**src/joy_pkg.sv**
```systemverilog
`default_nettype none

package joy_pkg;

    localparam int MAX_PLAYERS = 4;

    // Raw board vector layout, active high
    localparam int DIR_RIGHT = 0;
    localparam int DIR_LEFT  = 1;
    localparam int DIR_DOWN  = 2;
    localparam int DIR_UP    = 3;
    localparam int BTN_LSB   = 4;
    localparam int BTN_MSB   = 9;
    localparam int START_BIT = 10;
    localparam int COIN_BIT  = 11;
    localparam int PAUSE_BIT = 12;  // Bits 13 to 15 unused

    typedef logic [15:0]            board_joy_t;
    typedef logic [3:0]             dir_t;
    typedef logic [BTN_MSB-BTN_LSB:0] btn_t;
    typedef logic [9:0]             game_joy_t;    // Buttons above dirs
    typedef logic [MAX_PLAYERS-1:0] player_mask_t; // One bit per player

    // Synchronized player inputs, dirs in the low bits
    typedef struct packed {
        logic pause;
        logic coin;
        logic start;
        btn_t buttons;
        dir_t dirs;
    } player_sync_t;

endpackage

`default_nettype wire

```
**src/regs_pkg.sv**
```systemverilog
`default_nettype none

package regs_pkg;

    typedef logic [3:0]  apb_addr_t;
    typedef logic [31:0] apb_data_t;

    typedef struct packed {
        logic      psel;
        logic      penable;
        logic      pwrite;
        apb_addr_t paddr;
        apb_data_t pwdata;
    } apb_req_t;

    typedef struct packed {
        apb_data_t prdata;
        logic      pready;
        logic      pslverr;
    } apb_rsp_t;

    // Configuration levels plus one-cycle command pulses
    typedef struct packed {
        logic four_way;
        logic rotate;
        logic pause_pulse;
        logic reset_pulse;
    } ctrl_cmd_t;

    localparam apb_addr_t ADDR_CTRL   = 4'h0;
    localparam apb_addr_t ADDR_STATUS = 4'h4;

    localparam int CTRL_FOUR_WAY = 0;
    localparam int CTRL_ROTATE   = 1;
    localparam int CTRL_PAUSE    = 2;  // Write-one pulse, reads 0
    localparam int CTRL_RESET    = 3;  // Write-one pulse, reads 0
    localparam int STAT_PAUSE    = 0;
    localparam int STAT_GAME_RST = 1;

endpackage

`default_nettype wire

```
**src/apb_regs.sv**
```systemverilog
`timescale 1ns/1ps
`default_nettype none

module apb_regs import regs_pkg::*; (
    input  wire       clk_sys,
    input  wire       rst,
    input  wire       apb_req_t apb_req,
    output apb_rsp_t  apb_rsp,
    input  wire       game_pause,
    input  wire       game_rst,
    output ctrl_cmd_t cmd
);

    logic access;
    logic addr_ok;
    logic wr_ctrl;

    assign access = apb_req.psel && apb_req.penable;

    // STATUS is read-only
    assign addr_ok = (apb_req.paddr == ADDR_CTRL) ||
                     ((apb_req.paddr == ADDR_STATUS) && !apb_req.pwrite);

    assign wr_ctrl = access && apb_req.pwrite && (apb_req.paddr == ADDR_CTRL);

    always_ff @(posedge clk_sys) begin
        if (rst) begin
            cmd <= '0;
        end else begin
            cmd.pause_pulse <= 1'b0;  // Pulses drop after one cycle
            cmd.reset_pulse <= 1'b0;
            if (wr_ctrl) begin
                cmd.four_way    <= apb_req.pwdata[CTRL_FOUR_WAY];
                cmd.rotate      <= apb_req.pwdata[CTRL_ROTATE];
                cmd.pause_pulse <= apb_req.pwdata[CTRL_PAUSE];
                cmd.reset_pulse <= apb_req.pwdata[CTRL_RESET];
            end
        end
    end

    // Zero wait states, response straight from the decode
    always_comb begin
        apb_rsp         = '0;
        apb_rsp.pready  = access;
        apb_rsp.pslverr = access && !addr_ok;
        if (apb_req.psel && !apb_req.pwrite) begin
            case (apb_req.paddr)
                ADDR_CTRL: begin
                    apb_rsp.prdata[CTRL_FOUR_WAY] = cmd.four_way;
                    apb_rsp.prdata[CTRL_ROTATE]   = cmd.rotate;
                end
                ADDR_STATUS: begin
                    apb_rsp.prdata[STAT_PAUSE]    = game_pause;
                    apb_rsp.prdata[STAT_GAME_RST] = game_rst;
                end
                default: apb_rsp.prdata = '0;
            endcase
        end
    end

    // Access phase only ever follows a setup phase
    apb_access_after_setup: assert property (@(posedge clk_sys) disable iff (rst)
        apb_req.penable |-> apb_req.psel && $past(apb_req.psel && !apb_req.penable));

endmodule

`default_nettype wire

```
**src/input_sync.sv**
```systemverilog
`timescale 1ns/1ps
`default_nettype none

module input_sync import joy_pkg::*; #(
    parameter int NUM_PLAYERS = 4
) (
    input  wire          clk_sys,
    input  wire          rst,
    input  wire          board_joy_t board_joy [NUM_PLAYERS],
    output player_sync_t player [NUM_PLAYERS]
);

    board_joy_t meta [NUM_PLAYERS];  // First flop stage

    always_ff @(posedge clk_sys) begin
        if (rst) begin
            for (int i = 0; i < NUM_PLAYERS; i++) begin
                meta[i]   <= '0;
                player[i] <= '0;
            end
        end else begin
            for (int i = 0; i < NUM_PLAYERS; i++) begin
                meta[i] <= board_joy[i];
                // Second stage lands directly in the named fields
                player[i].dirs    <= meta[i][DIR_UP:DIR_RIGHT];
                player[i].buttons <= meta[i][BTN_MSB:BTN_LSB];
                player[i].start   <= meta[i][START_BIT];
                player[i].coin    <= meta[i][COIN_BIT];
                player[i].pause   <= meta[i][PAUSE_BIT];
            end
        end
    end

endmodule

`default_nettype wire

```
**src/joy_channel.sv**
```systemverilog
`timescale 1ns/1ps
`default_nettype none

module joy_channel import joy_pkg::*; #(
    parameter bit ACTIVE_LOW = 1'b1
) (
    input  wire       clk_sys,
    input  wire       rst,
    input  wire       player_sync_t player,
    input  wire       four_way,
    input  wire       rotate,
    output game_joy_t game_joy
);

    localparam game_joy_t INACTIVE = {$bits(game_joy_t){ACTIVE_LOW}};

    dir_t last_dir;   // Last single direction seen in 4-way mode
    dir_t dir_4way;
    dir_t dir_filt;
    dir_t dir_rot;
    dir_t dir_out;

    always_comb begin
        if ($onehot(player.dirs))
            dir_4way = player.dirs;
        else if ((player.dirs & last_dir) != '0)
            dir_4way = last_dir;  // Diagonal keeps the held direction
        else
            dir_4way = '0;
    end

    assign dir_filt = four_way ? dir_4way : player.dirs;

    // Vertical games turn the stick a quarter
    always_comb begin
        dir_rot = dir_filt;
        if (rotate) begin
            dir_rot[DIR_UP]    = dir_filt[DIR_RIGHT];
            dir_rot[DIR_DOWN]  = dir_filt[DIR_LEFT];
            dir_rot[DIR_LEFT]  = dir_filt[DIR_UP];
            dir_rot[DIR_RIGHT] = dir_filt[DIR_DOWN];
        end
    end

    always_ff @(posedge clk_sys) begin
        if (rst) begin
            last_dir <= '0;
            game_joy <= INACTIVE;
        end else begin
            last_dir <= four_way ? dir_4way : '0;
            game_joy <= INACTIVE ^ {player.buttons, dir_rot};
        end
    end

    assign dir_out = game_joy[DIR_UP:DIR_RIGHT] ^ INACTIVE[DIR_UP:DIR_RIGHT];

    four_way_single_dir: assert property (@(posedge clk_sys) disable iff (rst)
        four_way |=> $onehot0(dir_out));

endmodule

`default_nettype wire

```
**src/board_ctrl.sv**
```systemverilog
`timescale 1ns/1ps
`default_nettype none

module board_ctrl import joy_pkg::*, regs_pkg::*; #(
    parameter int NUM_PLAYERS     = 4,
    parameter bit ACTIVE_LOW      = 1'b1,
    parameter int GAME_RST_CYCLES = 255
) (
    input  wire          clk_sys,
    input  wire          rst,
    input  wire          player_sync_t player [NUM_PLAYERS],
    input  wire          ctrl_cmd_t cmd,
    input  wire          downloading,
    input  wire          rst_req,
    output player_mask_t game_coin,
    output player_mask_t game_start,
    output logic         game_pause,
    output logic         game_rst
);

    localparam player_mask_t INACTIVE = {$bits(player_mask_t){ACTIVE_LOW}};
    localparam int CNT_W = (GAME_RST_CYCLES > 1) ? $clog2(GAME_RST_CYCLES + 1) : 1;
    localparam int PAUSE_PLAYERS = (NUM_PLAYERS < 2) ? NUM_PLAYERS : 2;

    player_mask_t coin_raw;
    player_mask_t start_raw;
    logic         joy_pause;
    logic         last_joy_pause;
    logic         rst_cause;      // Registered downloading or rst_req
    logic [CNT_W-1:0] rst_cnt;

    always_comb begin
        coin_raw  = '0;  // Missing players stay inactive
        start_raw = '0;
        joy_pause = 1'b0;
        for (int i = 0; i < NUM_PLAYERS; i++) begin
            coin_raw[i]  = player[i].coin;
            start_raw[i] = player[i].start;
        end
        for (int i = 0; i < PAUSE_PLAYERS; i++)
            joy_pause = joy_pause | player[i].pause;  // Players 1 and 2 only
    end

    always_ff @(posedge clk_sys) begin
        if (rst) begin
            game_coin      <= INACTIVE;
            game_start     <= INACTIVE;
            game_pause     <= 1'b0;
            last_joy_pause <= 1'b0;
            rst_cause      <= 1'b0;
            rst_cnt        <= '0;
            game_rst       <= 1'b1;  // Counts out like any other cause
        end else begin
            game_coin      <= INACTIVE ^ coin_raw;
            game_start     <= INACTIVE ^ start_raw;
            last_joy_pause <= joy_pause;
            rst_cause      <= downloading | rst_req;

            if (downloading)
                game_pause <= 1'b0;
            else if ((joy_pause && !last_joy_pause) || cmd.pause_pulse)
                game_pause <= !game_pause;

            // Hold while a cause is present, then stretch
            if (rst_cause || cmd.reset_pulse) begin
                rst_cnt  <= '0;
                game_rst <= 1'b1;
            end else if (rst_cnt != CNT_W'(GAME_RST_CYCLES)) begin
                rst_cnt  <= rst_cnt + 1'b1;
                game_rst <= 1'b1;
            end else begin
                game_rst <= 1'b0;
            end
        end
    end

    // One cycle to register the cause, one for game_rst
    download_resets_game: assert property (@(posedge clk_sys) disable iff (rst)
        downloading |-> ##2 game_rst);

endmodule

`default_nettype wire

```
**src/input_board.sv**
```systemverilog
`timescale 1ns/1ps
`default_nettype none

module input_board import joy_pkg::*, regs_pkg::*; #(
    parameter int NUM_PLAYERS     = 4,
    parameter bit ACTIVE_LOW      = 1'b1,
    parameter int GAME_RST_CYCLES = 255
) (
    input  wire          clk_sys,
    input  wire          rst,
    input  wire          board_joy_t board_joy [NUM_PLAYERS],
    input  wire          downloading,
    input  wire          rst_req,
    input  wire          apb_req_t apb_req,
    output apb_rsp_t     apb_rsp,
    output wire          game_joy_t game_joy [NUM_PLAYERS],
    output player_mask_t game_coin,
    output player_mask_t game_start,
    output logic         game_pause,
    output logic         game_rst
);

    ctrl_cmd_t    cmd;
    player_sync_t player [NUM_PLAYERS];

    apb_regs u_regs (
        .clk_sys    ( clk_sys    ),
        .rst        ( rst        ),
        .apb_req    ( apb_req    ),
        .apb_rsp    ( apb_rsp    ),
        .game_pause ( game_pause ),  // STATUS readback
        .game_rst   ( game_rst   ),
        .cmd        ( cmd        )
    );

    input_sync #(.NUM_PLAYERS(NUM_PLAYERS)) u_sync (
        .clk_sys    ( clk_sys    ),
        .rst        ( rst        ),
        .board_joy  ( board_joy  ),
        .player     ( player     )
    );

    for (genvar i = 0; i < NUM_PLAYERS; i++) begin : g_player
        joy_channel #(.ACTIVE_LOW(ACTIVE_LOW)) u_channel (
            .clk_sys  ( clk_sys      ),
            .rst      ( rst          ),
            .player   ( player[i]    ),
            .four_way ( cmd.four_way ),
            .rotate   ( cmd.rotate   ),
            .game_joy ( game_joy[i]  )
        );
    end

    board_ctrl #(
        .NUM_PLAYERS     ( NUM_PLAYERS     ),
        .ACTIVE_LOW      ( ACTIVE_LOW      ),
        .GAME_RST_CYCLES ( GAME_RST_CYCLES )
    ) u_ctrl (
        .clk_sys     ( clk_sys     ),
        .rst         ( rst         ),
        .player      ( player      ),
        .cmd         ( cmd         ),
        .downloading ( downloading ),
        .rst_req     ( rst_req     ),
        .game_coin   ( game_coin   ),
        .game_start  ( game_start  ),
        .game_pause  ( game_pause  ),
        .game_rst    ( game_rst    )
    );

endmodule

`default_nettype wire

```
**config.mk**
```make
export PLATFORM = sky130hd
export DESIGN_NAME = input_board
export DESIGN_NICKNAME = d
export VERILOG_FILES = /design/src/joy_pkg.sv /design/src/regs_pkg.sv /design/src/apb_regs.sv /design/src/input_sync.sv /design/src/joy_channel.sv /design/src/board_ctrl.sv /design/src/input_board.sv
export SDC_FILE = /design/constraint.sdc
export NUM_CORES = 1
export LEC_CHECK = 0
export ABC_CLOCK_PERIOD_IN_PS = 4500
export BUFFER_PORTS_ARGS = -buffer_cell sky130_fd_sc_hd__buf_4
export CAP_MARGIN = 20
export CORE_MARGIN = 4
export CORE_UTILIZATION = 54
export CTS_CLUSTER_SIZE = 30
export DETAILED_ROUTE_END_ITERATION = 7
export PLACE_DENSITY = 0.84
export SLEW_MARGIN = 20
export SYNTH_ARGS = -nofsm -noshare
export SYNTH_HDL_FRONTEND = slang
export SYNTH_SLANG_ARGS = --single-unit
```
**constraint.sdc**
```tcl
create_clock -name clk_sys -period 4.5 [get_ports clk_sys]
set_input_delay 0 -clock clk_sys [delete_from_list [all_inputs] [get_ports clk_sys]]
set_output_delay 0 -clock clk_sys [all_outputs]
set_load 0.01 [all_outputs]
```
==> results of run 1 <==
per-layer routing:
metal  wire length (um)  track usage (%)  share of wire [%]  up-vias
met1               4740             21.5                 37     2050
met5                  0                0                  0        -
met4                220             7.13                1.7        0
met3                946             7.61                7.3       20
li1                   -                -                  -     2184
met2               7070             39.0                 54      131
final timing paths:
kind | to | slack [ns] | depth (start not counted)
min | u_regs.cmd[0] | 0.15 | 4
max | g_player[1].u_channel.game_joy[1] | 1.87 | 7
max reg2reg | g_player[1].u_channel.game_joy[1] | 1.87 | 7
min reg2reg | g_player[2].u_channel.game_joy[8] | 0.37 | 1
area by class of cell:
class                   instances  area (um^2)
repair buffers                187         1570
clock buffers                  19          453
flip-flops and latches        180         3600
clock inverters                13          101
multi-input cells             360         2290
fillers                       716         2780
well taps                     140          175
cells in the final DEF (no fill, tap or decap), types with 15 or more instances in the layout:
cell,n
buf_4,119
nor2_1,19
nor2b_1,100
clkbuf_16,17
nand2b_1,33
dlygate4sd3_1,68
a22oi_1,21
conb_1,30
a21oi_1,16
and3_1,15
nand2_1,28
dfxtp_1,180
a22o_1,16
nand3_1,18
state kept, by name, indices dropped and copies added, names as in the netlist:
register and count:
u_sync.player 50, u_ctrl.game_rst 1, u_ctrl.rst_cause 1, u_ctrl.rst_cnt 8
u_ctrl.game_coin 4, u_regs.cmd 4, u_ctrl.last_joy_pause 1, g_player.u_channel.game_joy 40
u_sync.meta 50, g_player.u_channel.last_dir 16, u_ctrl.game_start 4, u_ctrl.game_pause 1
cell usage after synthesis (all sizes together), types with 2 or more instances:
master / count
xor2: 2
nor2b: 101
fa: 4
dfxtp: 180
nand2: 28
nand4: 2
nor3: 6
a21oi: 16
nor2: 20
nor3b: 4
a31oi: 2
a22oi: 24
mux2i: 5
nand2b: 33
buf: 36
o21ai: 2
and2: 3
or3b: 4
ha: 13
nand3: 18
a22o: 16
and3: 18
clkbuf: 23
power groups by stage:
stage                     sequential, W  clock [W]  combinational (W)
after floorplan                 0.00171          0           0.000141
after global placement          0.00170          0           0.000188
after detailed placement        0.00171          0           0.000197
after CTS                       0.00167    0.00138           0.000244
after global routing            0.00168    0.00146           0.000276
final                           0.00167    0.00136           0.000249
cells by family (layout without fill, tap and decap cells):
group | Yosys count | count (layout) | synth area share, %
adder cells (fa/ha/maj) | 17 | 17 | 3.95
other | 1 | 30 | 0.0610
AO/OA/AOI/OAI | 64 | 64 | 7.64
multiplexers | 5 | 5 | 0.815
flip-flops | 180 | 180 | 58.7
AND/OR/NAND/NOR | 241 | 241 | 22.6
XOR/XNOR | 3 | 3 | 0.428
buffers and inverters | 59 | 219 | 5.89
per-stage QoR:
stage	power, W	hold WS [ns]	instance area [um^2]
finish	0.00328	0.150	8200
global route	0.00341	0.188	8200
CTS	0.00329	0.132	8190
detailed placement	0.00190	0.181	6960
global placement	0.00189	0.174	6960
floorplan	0.00185	0.0766	6250
worst max-delay path, stage by stage, from the launching register on:
cell and delay (ns):
dfxtp_1 0.40, ha_1 0.27, ha_1 0.21, fa_1 0.44, or3b_1 0.51, and3_1 0.23, a22o_1 0.19, a22oi_1 0.27
repair_timing:
action | CTS | global route
gates resized for setup | 0 | 0
hold endpoints to repair | 68 | 0
hold buffers | 68 | 0
==> summary.md, run 1 <==
| Metric | Value |
|---|---|
| Status | completed |
| Synth warn | 0 |
| Crit end category | flop |
| Crit share post-route | 58.5% |
| Hold Startpoint | apb_req[36] |
| Synthesis-to-finish area growth | 33.5% |
| Worst vdd ir | 0.352 mV |
| Final Critical Period | 2.63 ns |
| Final hold vios | 0 |
| Critical path launch point type | flop |
| Via count | 4385 |
| Count of cell types in the netlist | 39 |
| Vias in the first global route | between 4k and 5k |
| Number of nets in the layout | 870 |
| Worst setup path start | u_sync.player[29] |
| Clock network fraction of design power | between 40% and 50% |
| Gr usage total | 21.0% |
| Post-synth top flop | dfxtp_1 |
| Initial core utilization | 55.9% |
| Max-cap violations | 0 |
| H-tree levels | 4 |
| Drt total wl | between 10000 and 15000 um |
| Net Switching | ~0.00075 W |
| First-pass GRT wire length | approximately 21000 um |
| FF-to-FF Start | u_sync.player[29] |
| Cells after DPL | 799 |
| Seq/Total Area, Yosys | just under 60% |
| Detail Route Antenna Nets | 0 |
| Setup TNS | 0 ns |
| Combinational share of power | 7.6% |
| CTS root buf | clkbuf_16 |
| Antenna diode count | 0 |
| Die area | 0.0131 mm^2 |
| Net Sw Frac | 22.9% |
| Cell area after synthesis | 0.00614 mm^2 |
| Critical Path AT | 2.95 ns |
| Worst slew margin | 39.0% |
| Final GP Congestion | 0.793 |
| Leakage power | between 3 and 4 nW |
| CP max FO | 9 |
| Syn Inst Count | 570 |
| Longest Clk Path Bufs | 2 |
| Final setup viols | 0 |
| Synth top area share | 58.7% |
| # IOs | 191 |
| TritonRoute pass-1 iters | 5 |
| Die Y | 115 um |
| Unrepaired setup endpoints after global routing | false |
| Number of synthesized flops with an enable pin | 0 |
| Slew @ Worst Pin | 0.914 ns |
| Share of cells above drive strength 1 | a little over a fifth |
| Number of setup buffers added after CTS | 0 |
| TritonCTS buffer count | 17 |
| Pwr dens | 400 mW/mm^2 |
| Core box area | ~0.011 mm^2 |
| Clock Latency Late Sink | 0.43 ns |
| Yosys reg bits | 180 |
| Dpl ws | 1.91 ns |
| Total grt overflow | 0 |
| Fmax | approximately 0.38 GHz |
| Top post-synthesis cells by area | dfxtp_1, nor2b_1, buf_4 |
| Internal Power | 0.00253 W |
| HP Class | input pin to flop |
| Largest net degree at the start of global routing | 110 |
| Crit path kind | flop to flop |
| Worst-path clk slew | 0.06 ns |
| Non-Filler Instances | 899 |
| Util after Layout | 74.7% |
| Final setup margin | ~1.9 ns |
| Drt wl/cell | approximately 14 um |
| # rows | 38 |
| CTS tree | yes |
| Hpwl dp | 7660 um |
| DIE WIDTH | around 110 um |
| Synth async-reset ratio | 0% |
| Worst Skew | 0.00997 ns |
| Number of I/O port buffers | between 100 and 150 |
| Syn_area_per_cell | roughly 11 um^2 |
| Sequential share of power | 50.9% |
| CTS sink count | 180 |
| Slew Viols, Final | 0 |
| Worst Path Required | about 4.8 ns |
| # DRC | 0 |
| Synth area leader | dfxtp_1 |
| Vias per cell | 4.88 |
| Initial antenna violation count | 0 |
| Initial DRC Count | 219 |
No activity file was read; power rests on OpenSTA's default activity.
==> inputs of run 2 (changes only) <==
ABC_CLOCK_PERIOD_IN_PS = 2600   (was 4500)
CORE_UTILIZATION = 50   (was 54)
PLACE_DENSITY = 0.78   (was 0.84)
clock period = 2.6 ns   (was 4.5 ns; I/O delays follow)
==> summary.md, run 2 (synthesis results as in run 1) <==
| Metric | Value |
|---|---|
| Antenna diode count | 0 |
| Final GP Congestion | 0.765 |
| Longest Clk Path Bufs | 2 |
| Final hold vios | 0 |
| CTS root buf | clkbuf_16 |
| Fmax | 0.401 GHz |
| Detail Route Antenna Nets | 0 |
| Most frequent cells in the layout | dfxtp_1, buf_4, nor2b_1, dlygate4sd3_1, nand2b_1 |
| Gr usage total | 17.2% |
| TritonRoute pass-1 iters | 4 |
| Number of nets in the layout | 860 |
| Final Critical Period | 2.49 ns |
| Fill cells | 864 |
| Status | completed |
| Largest net degree at the start of global routing | 94 |
| Final setup viols | 0 |
| TritonCTS buffer count | 17 |
| CTS sink count | 180 |
| Drt total wl | 11700 um |
| Top layer in use | met4 |
| Setup TNS | 0 ns |
| # rows | 40 |
| Post-DP Area | 0.00698 mm^2 |
| # DRC | 0 |
| Vias in the first global route | 4341 |
| Met3 WL | 747 um |
| Worst vdd ir | 0.487 mV |
| # IOs | around 190 |
| Pwr dens | 702 mW/mm^2 |
| Crit path kind | flop to flop |
| H-tree levels | 4 |
| Commonest non-fill, non-tap cell in the layout | dfxtp_1 |
| Slew @ Worst Pin | a little under 0.8 ns |
| Unrepaired setup endpoints after global routing | false |
| Final Instance Area | between 0.008 and 0.009 mm^2 |
| Die Y | 119 um |
| Leakage power | 3.44 nW |
| Critical Path AT | 2.84 ns |
| Critical path launch point type | flop |
| Number of setup buffers added after CTS | 0 |
| Met2 WL | just over 6000 um |
| Vias per cell | about 4.8 |
| CTS tree | yes |
| Die area | 0.0141 mm^2 |
| Number of I/O port buffers | 118 |
| Crit end category | flop |
| Hpwl dp | 7290 um |
| Crit share post-route | 96.0% |
| Synthesis-to-finish area growth | 32.3% |
| Biggest regs | u_sync.meta (50), u_sync.player (50), g_player.u_channel.game_joy (40) |
| Initial antenna violation count | 0 |
| Total grt overflow | 0 |
| Drt wl/cell | 13.0 um |
| Share of cells above drive strength 1 | 22.3% |
| Clock Latency Late Sink | 0.41 ns |
| HP Class | input pin to flop |
| M1 wire length | 4680 um |
| Worst slew margin | ~47% |
| DIE WIDTH | about 120 um |
| Via count | 4256 |
| Worst Skew | 0.00490 ns |
| Max-cap violations | 0 |
| CP max FO | 9 |
| Worst-path clk slew | 0.06 ns |
| Initial DRC Count | 227 |
| Worst Path Required | just under 3 ns |
| First-pass GRT wire length | 19700 um |
| Slew Viols, Final | 0 |
| Core box area | 0.0120 mm^2 |
| Initial core utilization | between 50% and 60% |
[run 2: worst max-delay path: stages (launching register included)]
cell	delay [ns]
dfxtp_1	0.40
ha_1	0.26
ha_1	0.21
fa_1	0.46
or3b_4	0.46
and3_4	0.19
a22o_1	0.25
a22oi_2	0.18
[run 2: path summary, 6_finish.rpt]
check               startpoint                           endpoint  slack (ns)  depth (start not counted)
max          u_sync.player[15]  g_player[2].u_channel.game_joy[3]        0.11                          7
min                apb_req[36]                      u_regs.cmd[3]        0.08                          4
min reg2reg  u_sync.player[49]               u_ctrl.game_start[0]        0.37                          1
max reg2reg  u_sync.player[15]  g_player[2].u_channel.game_joy[3]        0.11                          7
[run 2: report_power, final]
group / switching, W / internal (W) / leakage (nW)
registers: 0.0000353 / 0.00286 / 1.48
logic: 0.000181 / 0.000241 / 1.68
clock network: 0.00102 / 0.00137 / 0.280
[run 2: what timing repair did]
item / 4_1_cts / 5_1_grt
hold buffers: 56 / 0
endpoints found under the setup margin: 0 / 15
resized for setup: 0 / 9
hold endpoints to repair: 56 / 0
[run 2: cell type report]
class	instances	area, um^2	area share, %
flip-flops and latches	180	3610	44.4
multi-input cells	360	2300	28.3
repair buffers	177	1470	18.1
clock buffers	20	457	5.62
well taps	147	184	2.26
clock inverters	12	106	1.31
[run 2: per-stage QoR]
| step | utilization (%) | instances | hold WS, ns | worst slack, ns | power (W) |
|---|---|---|---|---|---|
| 2_1_floorplan | - | 599 | 0.0766 | 0.191 | 0.00320 |
| 6_report | 67.7 | 896 | 0.0848 | 0.105 | 0.00570 |
| 5_1_grt | 67.7 | 896 | 0.108 | 0.00285 | 0.00594 |
| 3_3_place_gp | 58.1 | 808 | 0.172 | 0.0998 | 0.00327 |
| 4_1_cts | 67.5 | 896 | 0.0550 | 0.0326 | 0.00574 |
| 3_5_place_dp | 58.1 | 808 | 0.179 | 0.0370 | 0.00329 |
[run 2: routing by layer]
metal | vias up | global-route usage, %
met4 | 0 | 6.52
met5 | - | 0
met3 | 13 | 7.03
met1 | 1965 | 18.7
li1 | 2163 | -
met2 | 115 | 30.1
